===== src/hw/draw_arbiter.sv =====
// Round-robin draw arbiter

`timescale 1ns/1ns

module draw_arbiter (
    input  logic clk,
    input  logic rst,
    input  logic valid,
    output logic ready,
    input  logic pending_a,
    input  logic pending_b,
    output logic grant_a,
    output logic grant_b
);

    logic last_b;                                       // Port b won the last grant
    logic contend;

    assign contend = pending_a && pending_b;

    // ~~~~~~~~~~~~~~~~~~~~~~~~~~~~~~~~~~~~~~~~~~~~~~~~
    // Grant
    // ~~~~~~~~~~~~~~~~~~~~~~~~~~~~~~~~~~~~~~~~~~~~~~~~

    always_comb begin
        grant_a = 1'b0;
        grant_b = 1'b0;
        if (valid) begin
            if (contend) begin
                grant_a = last_b;                       // Alternate on contention
                grant_b = !last_b;
            end else begin
                grant_a = pending_a;
                grant_b = pending_b;
            end
        end
    end

    assign ready = grant_a || grant_b;

    // ~~~~~~~~~~~~~~~~~~~~~~~~~~~~~~~~~~~~~~~~~~~~~~~~
    // Last winner
    // ~~~~~~~~~~~~~~~~~~~~~~~~~~~~~~~~~~~~~~~~~~~~~~~~

    always_ff @(posedge clk) begin
        if (rst) begin
            last_b <= 1'b1;                             // Gives port a the first turn
        end else if (grant_a) begin
            last_b <= 1'b0;
        end else if (grant_b) begin
            last_b <= 1'b1;
        end
    end

endmodule


===== config.mk =====
export PLATFORM = sky130hd
export DESIGN_NAME = draw_arbiter
export DESIGN_NICKNAME = d
export VERILOG_FILES = /design/src/hw/draw_arbiter.sv
export SDC_FILE = /design/constraint.sdc
export NUM_CORES = 1
export LEC_CHECK = 0
export ABC_AREA = 0
export BUFFER_PORTS_ARGS = -buffer_cell sky130_fd_sc_hd__buf_2
export CORE_AREA = 2 2 39 41
export CTS_CLUSTER_DIAMETER = 50
export DETAILED_ROUTE_END_ITERATION = 6
export DIE_AREA = 0 0 41 43
export SLEW_MARGIN = 15
export SYNTH_ARGS = -nofsm -noshare
export SYNTH_HDL_FRONTEND = slang
export SYNTH_SLANG_ARGS = --single-unit

===== constraint.sdc =====
create_clock -name clk -period 1.3 [get_ports clk]
set_input_delay 0.195 -clock clk [delete_from_list [all_inputs] [get_ports clk]]
set_output_delay 0.195 -clock clk [all_outputs]
set_load 0.05 [all_outputs]

== Word level (Yosys, flattened, before mapping) ==
Index checks and enable logic that the tools add are counted.

* Input port bits: 5
* Register bits after elaboration: 1
* Output and inout bits: 3
* Word-level logic and storage cells: 11

* Reductions and logical operators: 4
* Mux-type cells: 6

{| class="wikitable"
|+ Operators with widths
! kind !! count
|-
| 1-bit 2-to-1 mux || 6
|-
| 2-bit nonzero test || 1
|-
| 1-bit logical AND || 1
|-
| 1-bit zero test || 1
|-
| 1-bit logical OR || 1
|}

== Longest topological paths before layout ==
* Depth after elaboration: 5
* Depth in mapped cells: 2
* Gate-level depth less buffers: 2

== Worst setup path before layout ==
OpenSTA, ideal clock, no wires.

* Path type: reg2out
* From: register last_b
* To: output port grant_a
* Cell stages (with the launch flop): 3
* Arrival: 1.135 ns
* Buffers on the path: 0
* Data required time: 1.105 ns
* Slack: -0.030 ns
* Cells stage by stage: dfxtp_1 -> inv_1 -> a21oi_1

* Word-level cells in the longest chain between the ends: 2

{| class="wikitable"
|+ Ends and longest elaborated chain
! element !! line !! source
|-
| start, declared || 16 || <nowiki>logic last_b;</nowiki>
|-
| start signal, assigned || 47 || <nowiki>last_b <= 1'b1;</nowiki>
|-
| start signal, assigned || 49 || <nowiki>last_b <= 1'b0;</nowiki>
|-
| start signal, assigned || 51 || <nowiki>last_b <= 1'b1;</nowiki>
|-
| 1-bit 2-to-1 mux || 29 || <nowiki>if (contend) begin</nowiki>
|-
| 1-bit 2-to-1 mux || 28 || <nowiki>if (valid) begin</nowiki>
|-
| end, declared || 12 || <nowiki>output logic grant_a,</nowiki>
|}

Every way passes these cells.

== Worst setup path after layout ==
Same ends and word-level chain as after synthesis.

==> results.md <==
* Number of routed nets with antenna violations at 0
* Min Tclk post-route at 0.973 ns
* Synth area leader: dfxtp_1
* PD cells at 633 nW/um^2
* Worst slew margin at 83.6%
* Synth Cell Area at 66.3 um^2
* Share of layout cells above drive strength 1 at 50.0%
* Crit Path Category: reg -> out
* Synth top area share at 30.2%
* N_diodes at 0
* Min-delay worst type: in -> reg
* Die Footprint at 1760 um^2
* Final net count at 23
* Core ar. at 1380 um^2
* Synth Net Count at 14
* TritonRoute pass-1 iters at 2
* Crit start category: register
* Max-Cap Viols at 0
* Fin cells at 32
* Buffers on Ports at 7
* Drt initial violations at 2
* Sequential area share after synthesis at 30.2%
* Initial core utilization at 4.79%
* Hold_buf cts at 0
* Most flop-heavy register: last_b
* Final hold violations at 0
* CP Cell Sequence: inv_1, a21oi_2, buf_2
* Biggest regs: last_b: 1 flops
* Post-Route WL at 194 um
* Least-Margin Pin Slew at 0.248 ns
* Synth area leaders: dfxtp_1, a21oi_1, a211o_1
* Highest-delay cell along the critical path: dfxtp_1
* Area growth from synthesis to layout at 88.7%
* Vias in the first global route at 66
* DP Cell Count at 32
* Die W at 41 um
* GRT Util Overall at 2.00%
* Crit path arrival time at 0.78 ns
* RSZ-0062 raised after global routing: no
* Global-route wire length before repair at 255 um
* Leakage power at 0.0685 nW
* PnR worst setup slack at 0.327 ns
* Max Clock Freq at 1030 MHz
* Drt via density at 2.88
* Crit-path max cell delay at 0.34 ns
* Top fanout value on the critical path at 4
* Row cnt at 14
* Die Height at 43 um
* Synthesized area per cell at 7.37 um^2
* Io pins at 8
* Final-report max-slew violation count at 0
* Antenna violations before repair at 0
* Worst-Skew Late Latency at 0 ns
* Setup TNS at 0 ns
* Hold_ws at 0.381 ns
* Setup Fix Bufs, Post-CTS at 0
* CP required at 1.11 ns
* Status: finished, final reports clean
* CTS resizes at 0
* Setup Slack @ Placement at 0.319 ns
* Clk_skew at 0 ns
* Fillers at 157
* Final Power at 0.0000792 W
* Residual DRC at 0
* Setup violations, final at 0
* Clock Pin Slew Worst Setup and Hold Paths at 0 ns
* Routed vias at 92
* Wire per inst at 6.06 um
* VDD IR-drop max at 0.000111 V
* Fin crit share at 74.8%
* Total congestion overflow at 0
* #FFs+latches synth at 1
* Count of cell types in the netlist at 7
* Max reg flops at 1
* Largest net degree at the start of global routing at 5
* Syn. warnings at 0
* GPL Wtd Cong at 0.442
* Synthesized instance count at 9
* CP endpoint kind: output pin
==> path summary, 6_finish.rpt <==
path              startpoint  endpoint  cells past startpoint  slack (ns)
setup / recovery      last_b   grant_a                      3        0.33
hold / removal           rst    last_b                      2        0.38
setup reg to reg      last_b    last_b                      2        0.40
hold reg to reg       last_b    last_b                      1        0.51
==> cell usage in the layout (no fill, tap or decap) <==
cell type | Yosys | final
buf_2 | 0 | 7
nand2_1 | 2 | 2
o21a_1 | 1 | 1
inv_1 | 1 | 1
a21oi_2 | 0 | 1
a21oi_1 | 2 | 1
and3b_1 | 1 | 1
a211o_1 | 1 | 1
dfxtp_1 | 1 | 1
==> layout make-up <==
type | count | area (um^2) | area share (%)
Inverter | 1 | 3.75 | 3.00
Multi-Input combinational cell | 7 | 46.3 | 37.0
Sequential cell | 1 | 20.0 | 16.0
Tap cell | 16 | 20.0 | 16.0
Timing Repair Buffer | 7 | 35.0 | 28.0
==> worst max-delay path, delay by kind of cell (launching register included) <==
family,cells,cell delay [ns]
AOI/OAI and AO/OA,1,0.11
buffers and inverters,2,0.33
DFF,1,0.34
==> power breakdown <==
group	internal, W	leakage (nW)	switching, W
sequential	0.0000336	0.00831	0.00000197
combinational	0.0000137	0.0602	0.0000299
clock	0	0	0
==> layer usage <==
metal  track usage, %  routed length [um]  up-vias
met5                0                   0        -
met4                0                   0        0
met3             2.62                  70        0
met2             2.81                  42        8
met1             1.90                  81       37
li1                 -                   -       47
==> Yosys cell counts <==
library cell / instances
and3b_1: 1
a21oi_1: 2
o21a_1: 1
dfxtp_1: 1
nand2_1: 2
a211o_1: 1
inv_1: 1
==> through the flow <==
| step | cell area [um^2] | utilization (%) |
|---|---|---|
| 2_1_floorplan | 70.1 | - |
| 3_3_place_gp | 125 | 9.04 |
| 3_5_place_dp | 125 | 9.04 |
| 4_1_cts | 125 | 9.04 |
| 5_1_grt | 125 | 9.04 |
| 6_report | 125 | 9.04 |
==> cell families (layout without fill, tap and decap cells) <==
family	count (synthesis)	count (layout)	share of synthesized area, %
compound gates	4	4	39.6
flops	1	1	30.2
simple gates	3	3	24.5
buf+inv	1	8	5.65
No activity file was read; power rests on OpenSTA's default activity.
