[src/hw/mt_pkg.sv]
// Mersenne Twister constants

package mt_pkg;

    localparam int MT_W = 32;

    typedef logic [MT_W-1:0] mt_word_t;

    // ~~~~~~~~~~~~~~~~~~~~~~~~~~~~~~~~~~~~~~~~~~~~~~~~
    // State table
    // ~~~~~~~~~~~~~~~~~~~~~~~~~~~~~~~~~~~~~~~~~~~~~~~~

    localparam int MT_N = 624;                          // Words in the state table
    localparam int MT_M = 397;                          // Distance to the middle word

    localparam mt_word_t MATRIX_A = 32'h9908_b0df;      // Twist matrix row

    // ~~~~~~~~~~~~~~~~~~~~~~~~~~~~~~~~~~~~~~~~~~~~~~~~
    // Tempering
    // ~~~~~~~~~~~~~~~~~~~~~~~~~~~~~~~~~~~~~~~~~~~~~~~~

    localparam mt_word_t TEMPER_B = 32'h9d2c_5680;
    localparam mt_word_t TEMPER_C = 32'hefc6_0000;

    localparam int TEMPER_U = 11;
    localparam int TEMPER_S = 7;
    localparam int TEMPER_T = 15;
    localparam int TEMPER_L = 18;

    // ~~~~~~~~~~~~~~~~~~~~~~~~~~~~~~~~~~~~~~~~~~~~~~~~
    // Seeding
    // ~~~~~~~~~~~~~~~~~~~~~~~~~~~~~~~~~~~~~~~~~~~~~~~~

    localparam mt_word_t SEED_MULT = 32'd1812433253;    // Knuth multiplier for the fill
    localparam int SEED_SHIFT = 30;

    // Seed used after reset
    localparam mt_word_t DEFAULT_SEED = 32'd5489;

endpackage
[src/hw/draw_port.sv]
// Client draw port

`timescale 1ns/1ns

module draw_port (
    input  logic             clk,
    input  logic             rst,
    input  logic             req,
    input  logic             grant,
    input  mt_pkg::mt_word_t word,
    output logic             pending,
    output mt_pkg::mt_word_t data,
    output logic             done
);

    logic             pending_reg;
    logic             done_reg;
    mt_pkg::mt_word_t data_reg;

    assign pending = pending_reg;
    assign done = done_reg;
    assign data = data_reg;

    // ~~~~~~~~~~~~~~~~~~~~~~~~~~~~~~~~~~~~~~~~~~~~~~~~
    // Request tracking
    // ~~~~~~~~~~~~~~~~~~~~~~~~~~~~~~~~~~~~~~~~~~~~~~~~

    always_ff @(posedge clk) begin
        if (rst) begin
            pending_reg <= 1'b0;
            done_reg <= 1'b0;
        end else begin
            done_reg <= grant;                          // Result is visible the cycle after grant
            if (grant) begin
                pending_reg <= 1'b0;
            end else if (req) begin
                pending_reg <= 1'b1;                    // A repeat while pending changes nothing
            end
        end
    end

    // Held result

    always_ff @(posedge clk) begin
        if (grant) begin
            data_reg <= word;                           // Kept until the next grant
        end
    end

endmodule

[config.mk]
export PLATFORM = sky130hd
export DESIGN_NAME = draw_port
export DESIGN_NICKNAME = d
export VERILOG_FILES = /design/src/hw/mt_pkg.sv /design/src/hw/draw_port.sv
export SDC_FILE = /design/constraint.sdc
export NUM_CORES = 1
export LEC_CHECK = 0
export BUFFER_PORTS_ARGS = -buffer_cell sky130_fd_sc_hd__buf_2
export CORE_UTILIZATION = 30
export CTS_BUF_LIST = sky130_fd_sc_hd__clkbuf_4 sky130_fd_sc_hd__clkbuf_8
export DETAILED_ROUTE_END_ITERATION = 8
export GPL_TIMING_DRIVEN = 1
export SYNTH_ARGS = -nofsm -noshare
export SYNTH_HDL_FRONTEND = slang
export SYNTH_SLANG_ARGS = --single-unit
[constraint.sdc]
create_clock -name clk -period 0.81 [get_ports clk]
set_clock_uncertainty 0.15 [all_clocks]
set_input_delay 0.0405 -clock clk [delete_from_list [all_inputs] [get_ports clk]]
set_output_delay 0.0405 -clock clk [all_outputs]
set_load 0.01 [all_outputs]
# Word-level counts from Yosys, hierarchy flattened
# Cells that the tools add are included.
dict set report totals {
  register_bits 34
  in_bits 36
  output_inout_bits 34
  elab_cells 4
}
dict set report op_classes {
  n_reduce_logical 1
}
# op count
set ops {}
lappend ops {{$reduce_or 2->1} 1}

# Depth between registers and ports, before layout
# Gate-level depths: netlist of run 1.
dict set report depth {
  word_depth 1
  depth_mapped 2
  mapped_depth_nobuf 2
}

# Worst setup path before layout of run 1
# OpenSTA, ideal clock, no wires.
dict set report synth_path {
  path_type {flip-flop to flip-flop}
  from {reg, netlist name pending}
  to {reg pending_reg, in the netlist pending}
  setup_ps 113
  arrival_time_ps 481
  t_required_ps 547
  path_slack_ps 66
  stages_incl_launch_ff 3
  n_path_buf 0
  synth_period_minus_slack_ps 744
  path_cell_list {dfxtp_1 > nor2_1 > nor3_2}
}
# item line
set synth_rtl {}
lappend synth_rtl {{end signal: assignment} draw_port.sv:30} ;# pending_reg <= 1'b0;
lappend synth_rtl {{end signal: assignment} draw_port.sv:35} ;# pending_reg <= 1'b0;
lappend synth_rtl {{end signal: assignment} draw_port.sv:37} ;# pending_reg <= 1'b1;
lappend synth_rtl {{end: declaration} draw_port.sv:16} ;# logic pending_reg;

# Final worst setup path of run 1
dict set report layout_path {
  from {reg data_reg[29], in the netlist data[29]}
  to {out data[29]}
}
# item line
set layout_rtl {}
lappend layout_rtl {{start: declaration} draw_port.sv:18} ;# mt_pkg::mt_word_t data_reg;
lappend layout_rtl {{start signal: assignment} draw_port.sv:46} ;# data_reg <= word;
lappend layout_rtl {{end: declaration} draw_port.sv:12} ;# output mt_pkg::mt_word_t data,
# No word-level cell between the ends.

==> reports/summary.log, run 1 <==
[clock_network] Root Driver sky130_fd_sc_hd__clkbuf_4
[worst_setup_path] Setup CP Type flip-flop to output port
[power_and_ir_drop] IR Drop Worst-Case VDD 0.9722 mV
[timing] number of failing hold endpoints at the final stage 8
[routing] drt drc 0
[synthesis] cell type contributing the most total cell area after synthesis sky130_fd_sc_hd__edfxtp_1
[clock_network] worst-skew pair later-pin latency 0.33 ns
[run] max-capacitance violation count 0
[timing] count of endpoints failing setup in the final report 34
[grt] overall fraction of global-route tracks in use 14.86%
[run_status] violations in the final reports negative hold slack, negative setup slack
[synthesis] Avg Cell Area, Syn 27.59 sq um
[synthesis] top post-synthesis cells by area sky130_fd_sc_hd__edfxtp_1 94%, sky130_fd_sc_hd__dfxtp_1 3.9%, sky130_fd_sc_hd__nor3_2 0.98%, sky130_fd_sc_hd__nor2b_1 0.61%, sky130_fd_sc_hd__nor2_1 0.37%
[worst_setup_path] number of logic stages on the critical path including buffering 1
[floorplan] vertical die dimension 60.34 um
[clock_network] hold-fix buffers at CTS 34
[worst_setup_path] worst endpoint required time 0.62 ns
[cells_and_area] total of fill cells in the finished design 243
[synthesis] distinct cell type count after synthesis 5
[clock_network] CTS tree done
[synthesis] area share of the largest cell type after synthesis 94.12%
[grt] vias in the first global route 838
[power_and_ir_drop] sequential power share 59.0%
[routing] remaining antenna violation count after routing 0
[floorplan] count of standard-cell rows 20
[timing] relative max-transition margin 92.25%
[synthesis] syn nets 73
[cells_and_area] layout net count 185
[timing] final period utilization 130.9%
[cells_and_area] Largest register FFs 32
[synthesis] Mapped Cells 37
[cells_and_area] share of final-layout standard cells stronger than drive strength 1 54.00%
[timing] final setup slack of the worst path -0.2499 ns
[floorplan] initial core utilization 32.64%
[timing] Worst Hold Slack -0.05066 ns
[cells_and_area] synthesis-to-finish area growth 84.07%
[clock_network] number of clock sinks 34
[floorplan] chip width 60.34 um
[routing] total routed wirelength 2.465 mm
[synthesis] sequential cell area fraction in the yosys report 98.04%
[worst_setup_path] delay-heaviest family, CP flip-flops
[worst_setup_path] reg2reg path depth 2
[hold_path] Hold Path Class primary input to flip-flop
[worst_setup_path] longest individual stage delay on the worst path 0.39 ns
[synthesis] Yosys reg bits 34
[clock_network] Clock Tree Buf Depth 2
[synthesis] netlist area before placement 1021 sq um
[clock_network] clock buffer count from CTS 5
[timing] actual transition at the worst max-transition pin 0.1159 ns
[worst_setup_path] crit path max-delay cell type sky130_fd_sc_hd__edfxtp_1
[power_and_ir_drop] proportion of power drawn by the clock network 27.6%
[worst_setup_path] crit path DAT 0.87 ns
[power_and_ir_drop] switching power as a share of total power 21.43%
[synthesis] Ys Warns 0
[grt] largest net degree at the start of global routing 19
[routing] detailed-route vias per instance 3.918
[clock_network] htree depth 2
[floorplan] core area 3128 sq um
[worst_setup_path] kind of end point of the critical path output port
[worst_setup_path] ordered cell list for the critical path buf_2
[floorplan] die area 3640 sq um
[clock_network] # Post-CTS Setup Buffers 0
[worst_setup_path] slack of the worst reg-to-reg path 0.05 ns
[timing] maximum clock rate 943.4 MHz
[worst_setup_path] maximum fanout along the worst path 1
[timing] final slew viol count 0
[power_and_ir_drop] Pwr per Cell Area 1897 nW/um^2
[hold_path] instance count along the most critical hold path 3
[grt] wire length of the first global-routing pass 3.594 mm
[floorplan] Top Ports 70
[routing] Detailed Route Iter0 Violations 10
[power_and_ir_drop] static leakage 0.8126 nW
[timing] RSZ-0062 raised after global routing yes
[timing] post-layout min period 1.060 ns
[routing] average wire per standard cell 12.71 um
[timing] setup_tns -7.378 ns
[routing] first-pass iteration count of the detailed router 3
[power_and_ir_drop] combinational power share 13.4%
[placed_design] global placer's final weighted congestion 0.6707
[cells_and_area] antenna diode count 0
[grt] number of antenna violations at the first check in global routing 0
[placed_design] number of buffers inserted by port buffering 69
[worst_setup_path] Buf/Inv on CP 1
[worst_setup_path] Startpoint Class flip-flop
[grt] Remaining Overflow, GRT 0
[run_status] result of the run complete, but fails checks
[clock_network] CTS clock-pin slew for the worst setup and hold paths 0.10 ns
[routing] via count of the routed design 760
[power_and_ir_drop] reported net switching power 763.9 uW
[power_and_ir_drop] internal power 2.801 mW
[cells in the mapped netlist, drive strengths merged]
| cell | number |
|---|---|
| nor2 | 1 |
| edfxtp | 32 |
| dfxtp | 2 |
| nor3 | 1 |
| nor2b | 1 |
[final timing paths]
check,startpoint,endpoint
max reg2reg,pending$_SDFFE_PP0P_,pending$_SDFFE_PP0P_
min reg2reg,pending$_SDFFE_PP0P_,pending$_SDFFE_PP0P_
min,grant,pending$_SDFFE_PP0P_
max,data[29]$_DFFE_PP_,data[29]
[metal layers]
| metal | GRT usage [%] | up-vias | part of all wire (%) |
|---|---|---|---|
| met5 | 0 | - | 0 |
| met4 | 6.977 | 0 | 1.5 |
| met3 | 8.102 | 6 | 11 |
| met2 | 25.75 | 52 | 50 |
| met1 | 14.37 | 334 | 37 |
| li1 | - | 368 | - |
[power by group through the flow]
| stage | Sequential (mW) | Clock [mW] | Combinational [mW] |
|---|---|---|---|
| 4_1_cts | 2.10 | 1.03 | 0.474 |
| 5_1_grt | 2.12 | 1.10 | 0.520 |
| 3_3_place_gp | 2.14 | 0 | 0.339 |
| 6_report | 2.10 | 0.984 | 0.479 |
| 2_1_floorplan | 2.22 | 0 | 0.00535 |
| 3_5_place_dp | 2.14 | 0 | 0.347 |
[timing repair]
action / 4_1_cts / 5_1_grt
endpoints found under the setup margin: 34 / 34
cloned: 0 / 0
gates resized for setup: 2 / 1
hold endpoints to repair: 66 / 33
[kinds of logic after synthesis]
group            Yosys count  synth area share [%]
flip-flops                34                 98.04
AND/OR/NAND/NOR            3                 1.961
[stage by stage]
stage / utilization [%] / total power [mW] / instance area, sq um / instances / setup slack [ns]
after floorplan: - / 2.226 / 1021 / 37 / 0.06583
after global placement: 46.72 / 2.475 / 1461 / 152 / 0.01585
after detailed placement: 46.72 / 2.486 / 1461 / 152 / 0.007970
after CTS: 59.88 / 3.601 / 1873 / 194 / -0.2827
after global routing: 60.08 / 3.737 / 1879 / 194 / -0.2998
final: 60.08 / 3.565 / 1879 / 194 / -0.2499
[cell type report]
| class | count | area (sq um) | share of cell area (%) |
|---|---|---|---|
| clock inverter | 1 | 5.005 | 0.2663 |
| timing repair buffer | 105 | 738.2 | 39.28 |
| sequential | 34 | 1002 | 53.33 |
| multi-input combinational | 3 | 20.02 | 1.065 |
| tap | 44 | 55.05 | 2.929 |
| clock buffer | 7 | 58.81 | 3.129 |
[layout by cell type, fill, tap and decap left out, drive strengths merged]
| master | synthesis | routed |
|---|---|---|
| clkbuf | 0 | 7 |
| nor2 | 1 | 1 |
| edfxtp | 32 | 32 |
| dfxtp | 2 | 2 |
| clkinv | 0 | 1 |
| nor2b | 1 | 1 |
| dlygate4sd3 | 0 | 34 |
| nor3 | 1 | 1 |
| buf | 0 | 71 |
Note: power is estimated with default switching activity, not from simulation.
==> inputs of run 2 (changes only) <==
==> constraint.sdc (replaced) <==
create_clock -name clk -period 0.81 [get_ports clk]
set_clock_uncertainty 0.15 [all_clocks]
set_input_delay 0.081 -clock clk [delete_from_list [all_inputs] [get_ports clk]]
set_output_delay 0.081 -clock clk [all_outputs]
set_load 0.01 [all_outputs]
==> run 2 against run 1 <==
Effect of this change: flip-flop and latch count unchanged; routed wire length decreased by 5.7%; clock-buffer cell count unchanged; largest power group unchanged; non-clock buffer count decreased by 1; critical endpoint unchanged; the flow still finishes with violations (negative hold slack, negative setup slack); die area unchanged; sequential power about the same; global-route usage decreased by 1.4 points; setup slack got worse by 0.046 ns; via count increased by 0.66%; combinational power decreased by 2%; total power increased by 0.78%; sequential share of layout area increased by 0.11 points.
==> reports/summary.log, run 2 (synthesis results as in run 1) <==
[timing] RSZ-0062 raised after global routing yes
[routing] via count of the routed design 765
[floorplan] die area 3640 sq um
[clock_network] CTS tree done
[worst_setup_path] maximum fanout along the worst path 1
[routing] average wire per standard cell 12.04 um
[clock_network] Clock Tree Buf Depth 2
[clock_network] CTS clock-pin slew for the worst setup and hold paths 0.09 ns
[placed_design] global placer's final weighted congestion 0.6722
[power_and_ir_drop] Pwr per Cell Area 1916 nW/um^2
[worst_setup_path] Startpoint Class flip-flop
[timing] number of failing hold endpoints at the final stage 1
[timing] final setup slack of the worst path -0.2962 ns
[worst_setup_path] delay-heaviest family, CP flip-flops
[clock_network] number of clock sinks 34
[routing] drt drc 0
[run_status] result of the run complete, but fails checks
[clock_network] worst-skew pair later-pin latency 0.32 ns
[run] max-capacitance violation count 0
[cells_and_area] Largest register FFs 32
[floorplan] chip width 60.34 um
[floorplan] Top Ports 70
[routing] first-pass iteration count of the detailed router 4
[grt] overall fraction of global-route tracks in use 13.44%
[routing] remaining antenna violation count after routing 0
[grt] Remaining Overflow, GRT 0
[worst_setup_path] longest individual stage delay on the worst path 0.40 ns
[floorplan] initial core utilization 32.64%
[grt] vias in the first global route 768
[cells_and_area] leading cell types in the layout, fill and taps excluded 67 x sky130_fd_sc_hd__buf_2, 34 x sky130_fd_sc_hd__dlygate4sd3_1, 32 x sky130_fd_sc_hd__edfxtp_1
[worst_setup_path] ordered cell list for the critical path buf_2
[cells_and_area] most common cell after layout, fill and taps aside sky130_fd_sc_hd__buf_2
[worst_setup_path] kind of end point of the critical path output port
[timing] Worst Hold Slack -0.005267 ns
[clock_network] hold-fix buffers at CTS 34
[grt] wire length of the first global-routing pass 3.312 mm
[clock_network] htree depth 2
[worst_setup_path] Setup CP Type flip-flop to output port
[timing] final slew viol count 0
[run_status] violations in the final reports negative hold slack, negative setup slack
[clock_network] clock buffer count from CTS 5
[worst_setup_path] worst endpoint required time 0.58 ns
[cells_and_area] total of fill cells in the finished design 238
[routing] Detailed Route Iter0 Violations 39
[timing] actual transition at the worst max-transition pin 0.1372 ns
[clock_network] Root Driver sky130_fd_sc_hd__clkbuf_4
[placed_design] number of buffers inserted by port buffering 69
[cells_and_area] antenna diode count 0
[clock_network] # Post-CTS Setup Buffers 0
[grt] largest net degree at the start of global routing 19
[power_and_ir_drop] static leakage 0.8069 nW
[floorplan] count of standard-cell rows 20
[routing] total routed wirelength 2.324 mm
[routing] detailed-route vias per instance 3.964
[power_and_ir_drop] IR Drop Worst-Case VDD 1.505 mV
[placed_design] minimum setup slack after placement -0.02460 ns
[cells_and_area] synthesis-to-finish area growth 83.70%
[grt] number of antenna violations at the first check in global routing 0
[timing] final period utilization 136.6%
[cells_and_area] share of final-layout standard cells stronger than drive strength 1 53.69%
[timing] count of endpoints failing setup in the final report 35
[timing] relative max-transition margin 90.82%
[worst_setup_path] Buf/Inv on CP 1
[timing] maximum clock rate 904.0 MHz
[worst_setup_path] crit path DAT 0.88 ns
[floorplan] vertical die dimension 60.34 um
[cells_and_area] layout net count 184
[floorplan] core area 3128 sq um
[worst_setup_path] crit path max-delay cell type sky130_fd_sc_hd__edfxtp_1
[hold_path] Hold Path Class primary input to flip-flop
[timing] post-layout min period 1.106 ns
[run 2: changes by cell type in the layout (fill, tap and decap cells not counted)]
cell and delta:
sky130_fd_sc_hd__buf_6 -1, sky130_fd_sc_hd__clkbuf_4 -1, sky130_fd_sc_hd__clkbuf_8 +1, sky130_fd_sc_hd__clkinv_1 +1
sky130_fd_sc_hd__clkinv_2 -1, sky130_fd_sc_hd__nor2_1 -1, sky130_fd_sc_hd__nor2_2 +1
[run 2: cell type report]
| cell class | instances | area [sq um] | share of cell area [%] |
|---|---|---|---|
| Multi-Input combinational cell | 3 | 22.52 | 1.201 |
| Sequential cell | 34 | 1002 | 53.44 |
| Clock buffer | 7 | 65.06 | 3.469 |
| Tap cell | 44 | 55.05 | 2.935 |
| Timing Repair Buffer | 104 | 726.9 | 38.76 |
| Clock inverter | 1 | 3.754 | 0.2001 |
[run 2: power breakdown]
group          total (mW)  leakage, nW  switching, mW  internal (mW)
Clock                1.02       0.0390          0.523          0.498
Combinational       0.469        0.438          0.195          0.274
Sequential           2.10        0.330         0.0345           2.07
Total                3.59        0.807          0.753           2.84
[run 2: timing repair]
| item | 4_1_cts | 5_1_grt |
|---|---|---|
| gates resized for setup | 2 | 1 |
| setup endpoints to repair | 34 | 35 |
| gates cloned | 0 | 0 |
| endpoints found under the hold margin | 34 | 1 |
[run 2: layer usage]
| metal | global-route usage [%] | share of wire (%) | up-vias |
|---|---|---|---|
| li1 | - | - | 365 |
| met1 | 14.21 | 39 | 347 |
| met4 | 4.983 | 0.43 | 0 |
| met2 | 22.29 | 50 | 51 |
| met3 | 7.676 | 9.9 | 2 |
| met5 | 0 | 0 | - |
[run 2: worst paths after layout]
check | from | to | slack (ns) | cells after the start
min reg2reg | pending$_SDFFE_PP0P_ | pending$_SDFFE_PP0P_ | 0.37 | 2
min | grant | pending$_SDFFE_PP0P_ | -0.005 | 3
max | data[29]$_DFFE_PP_ | data[29] | -0.30 | 1
max reg2reg | pending$_SDFFE_PP0P_ | pending$_SDFFE_PP0P_ | 0.07 | 2
[run 2: metrics by stage]
step | cells | instance area [sq um] | util [%] | power, mW | TNS (ns)
floorplan | 37 | 1021 | - | 2.226 | 0
global placement | 152 | 1461 | 46.72 | 2.475 | -0.6171
detailed placement | 152 | 1461 | 46.72 | 2.482 | -0.6936
CTS | 194 | 1878 | 60.04 | 3.637 | -9.318
global route | 193 | 1876 | 59.96 | 3.759 | -10.59
finish | 193 | 1876 | 59.96 | 3.593 | -8.678
[run 2: tightest hold or removal path, cell delays in order]
cell,delay (ns)
sky130_fd_sc_hd__buf_2,0.13
sky130_fd_sc_hd__buf_12,0.16
sky130_fd_sc_hd__nor3_2,0.05
==> inputs of run 3 (changes only) <==
Settings changed: PLACE_DENSITY set to 0.65, SETUP_SLACK_MARGIN set to 0.02, TNS_END_PERCENT set to 30.
==> run 3 against run 2 <==
Effect of this change: the flow still finishes with violations (negative hold slack, negative setup slack); global-route usage up 0.48 points; non-clock buffer count unchanged; routed wire length up 1.9%; cell count unchanged; fmax down 0.27%; register-to-register slack worse by 0.02 ns; first-iteration DRC count down 77%; clock power down 5%; highest routed layer unchanged.
==> reports/summary.log, run 3 (synthesis results as in run 1) <==
[run_status] result of the run complete, but fails checks
[run_status] violations in the final reports negative hold slack, negative setup slack
[hold_path] instance count along the most critical hold path 3
[floorplan] vertical die dimension 60.34 um
[timing] final slew viol count 0
[cells_and_area] share of final-layout standard cells stronger than drive strength 1 55.70%
[power_and_ir_drop] reported net switching power 748.7 uW
[worst_setup_path] longest individual stage delay on the worst path 0.40 ns
[clock_network] CTS clock-pin slew for the worst setup and hold paths 0.10 ns
[hold_path] Hold Path Class primary input to flip-flop
[floorplan] initial core utilization 32.64%
[routing] remaining antenna violation count after routing 0
[grt] wire length of the first global-routing pass 3.408 mm
[worst_setup_path] ordered cell list for the critical path buf_2
[placed_design] number of buffers inserted by port buffering 69
[power_and_ir_drop] static leakage 0.8634 nW
[worst_setup_path] critical register-to-register path endpoint pending$_SDFFE_PP0P_
[worst_setup_path] kind of end point of the critical path output port
[timing] number of failing hold endpoints at the final stage 7
[placed_design] area post-placement 1461 sq um
[grt] Remaining Overflow, GRT 0
[worst_setup_path] crit path DAT 0.88 ns
[hold_path] hold worst-path end pending$_SDFFE_PP0P_
[timing] RSZ-0062 raised after global routing yes
[floorplan] Top Ports 70
[clock_network] Root Driver sky130_fd_sc_hd__clkbuf_4
[power_and_ir_drop] internal power 2.808 mW
[worst_setup_path] Startpoint Class flip-flop
[cells_and_area] antenna diode count 0
[worst_setup_path] Buf/Inv on CP 1
[clock_network] clock buffer count from CTS 5
[clock_network] number of clock sinks 34
[floorplan] chip width 60.34 um
[timing] actual transition at the worst max-transition pin 0.1223 ns
[timing] relative max-transition margin 91.81%
[timing] post-layout min period 1.109 ns
[worst_setup_path] delay-heaviest family, CP flip-flops
[power_and_ir_drop] Pwr per Cell Area 1877 nW/um^2
[clock_network] worst-skew pair later-pin latency 0.32 ns
[grt] number of antenna violations at the first check in global routing 0
[grt] largest net degree at the start of global routing 21
[placed_design] DP HPWL 1.390 mm
[worst_setup_path] slack of the worst reg-to-reg path 0.05 ns
[routing] average wire per standard cell 12.27 um
[floorplan] core area 3128 sq um
[worst_setup_path] crit path max-delay cell type sky130_fd_sc_hd__edfxtp_1
[cells_and_area] layout net count 184
[power_and_ir_drop] switching power as a share of total power 21.05%
[power_and_ir_drop] Power, Total 3.556 mW
[cells_and_area] most common cell after layout, fill and taps aside sky130_fd_sc_hd__buf_2
[routing] drt drc 0
[power_and_ir_drop] IR Drop Worst-Case VDD 1.349 mV
[routing] first-pass iteration count of the detailed router 4
[timing] count of endpoints failing setup in the final report 35
[worst_setup_path] maximum fanout along the worst path 1
[run] max-capacitance violation count 0
[power_and_ir_drop] combinational power share 13.6%
[routing] via count of the routed design 768
[clock_network] Clock Tree Buf Depth 2
[timing] maximum clock rate 901.6 MHz
[worst_setup_path] reg2reg path depth 2
[floorplan] count of standard-cell rows 20
[clock_network] htree depth 2
[clock_network] hold-fix buffers at CTS 33
[cells_and_area] Largest register FFs 32
[hold_path] Min-Delay Startpoint req
[routing] detailed-route vias per instance 3.979
[routing] Detailed Route Iter0 Violations 9
[power_and_ir_drop] sequential power share 59.2%
[floorplan] die area 3640 sq um
[clock_network] CTS tree done
[worst_setup_path] Setup CP Type flip-flop to output port
[cells_and_area] leading cell types in the layout, fill and taps excluded 66 x sky130_fd_sc_hd__buf_2, 32 x sky130_fd_sc_hd__edfxtp_1, 27 x sky130_fd_sc_hd__dlygate4sd3_1
[cells_and_area] total of fill cells in the finished design 221
[timing] Worst Hold Slack -0.1245 ns
[cells_and_area] synthesis-to-finish area growth 85.54%
[worst_setup_path] startpoint of the lowest-slack register-to-register path pending$_SDFFE_PP0P_
[timing] final period utilization 136.9%
[timing] final setup slack of the worst path -0.2991 ns
[placed_design] global placer's final weighted congestion 0.6799
[worst_setup_path] worst endpoint required time 0.58 ns
[grt] overall fraction of global-route tracks in use 13.92%
[grt] vias in the first global route 824
[cells_and_area] finished layout cell area 1894 sq um
[timing] setup_tns -8.694 ns
[power_and_ir_drop] proportion of power drawn by the clock network 27.2%
[routing] total routed wirelength 2.368 mm
## run 3: worst min-delay path: stages
cell                     delay, ns
sky130_fd_sc_hd__buf_2        0.10
sky130_fd_sc_hd__nor2_2       0.04
sky130_fd_sc_hd__nor3_2       0.09
## run 3: worst max-delay path by stage
stage,depth (start not counted),to,from,slack [ns]
6_report,1,data[2],data[2]$_DFFE_PP_,-0.30
5_1_grt,1,data[2],data[2]$_DFFE_PP_,-0.35
4_1_cts,1,data[2],data[2]$_DFFE_PP_,-0.30
3_5_place_dp,2,data[27]$_DFFE_PP_,grant,-0.04
3_3_place_gp,2,data[4]$_DFFE_PP_,grant,-0.03
2_1_floorplan,2,pending$_SDFFE_PP0P_,pending$_SDFFE_PP0P_,0.07
## run 3: layout make-up
class	instances	area [sq um]	area share, %
timing repair buffer	104	749.5	39.56
multi-input combinational	3	22.52	1.189
clock inverter	1	5.005	0.2642
clock buffer	7	58.81	3.104
sequential	34	1003	52.97
tap	44	55.05	2.906
## run 3: per-layer routing
| layer | vias up | track usage [%] | wire [um] |
|---|---|---|---|
| met3 | 3 | 7.889 | 273 |
| met5 | - | 0 | 0 |
| met1 | 346 | 12.87 | 778 |
| met4 | 0 | 4.983 | 21 |
| met2 | 51 | 25.27 | 1294 |
| li1 | 368 | - | - |
## run 3: stage by stage
| step | util [%] | setup slack, ns | instances | hold WS (ns) |
|---|---|---|---|---|
| after floorplan | - | 0.06583 | 37 | 0.00001200 |
| after global placement | 46.72 | -0.02962 | 152 | 0.1071 |
| after detailed placement | 46.72 | -0.03573 | 152 | 0.1091 |
| after CTS | 59.56 | -0.3019 | 193 | -0.1442 |
| after global routing | 60.56 | -0.3486 | 193 | -0.1245 |
| final | 60.56 | -0.2991 | 193 | -0.1245 |
## run 3: repair_timing
item	in CTS	in global routing
buffers inserted	0	0
hold endpoints to repair	34	7
cloned	0	0
resized for setup	2	10
setup endpoints to repair	34	41
## run 3: power groups by stage
stage,registers (mW),logic (mW),clock network [mW]
after floorplan,2.22,0.00535,0
after global placement,2.14,0.337,0
after detailed placement,2.14,0.345,0
after CTS,2.10,0.467,1.01
after global routing,2.12,0.521,1.07
final,2.11,0.485,0.966
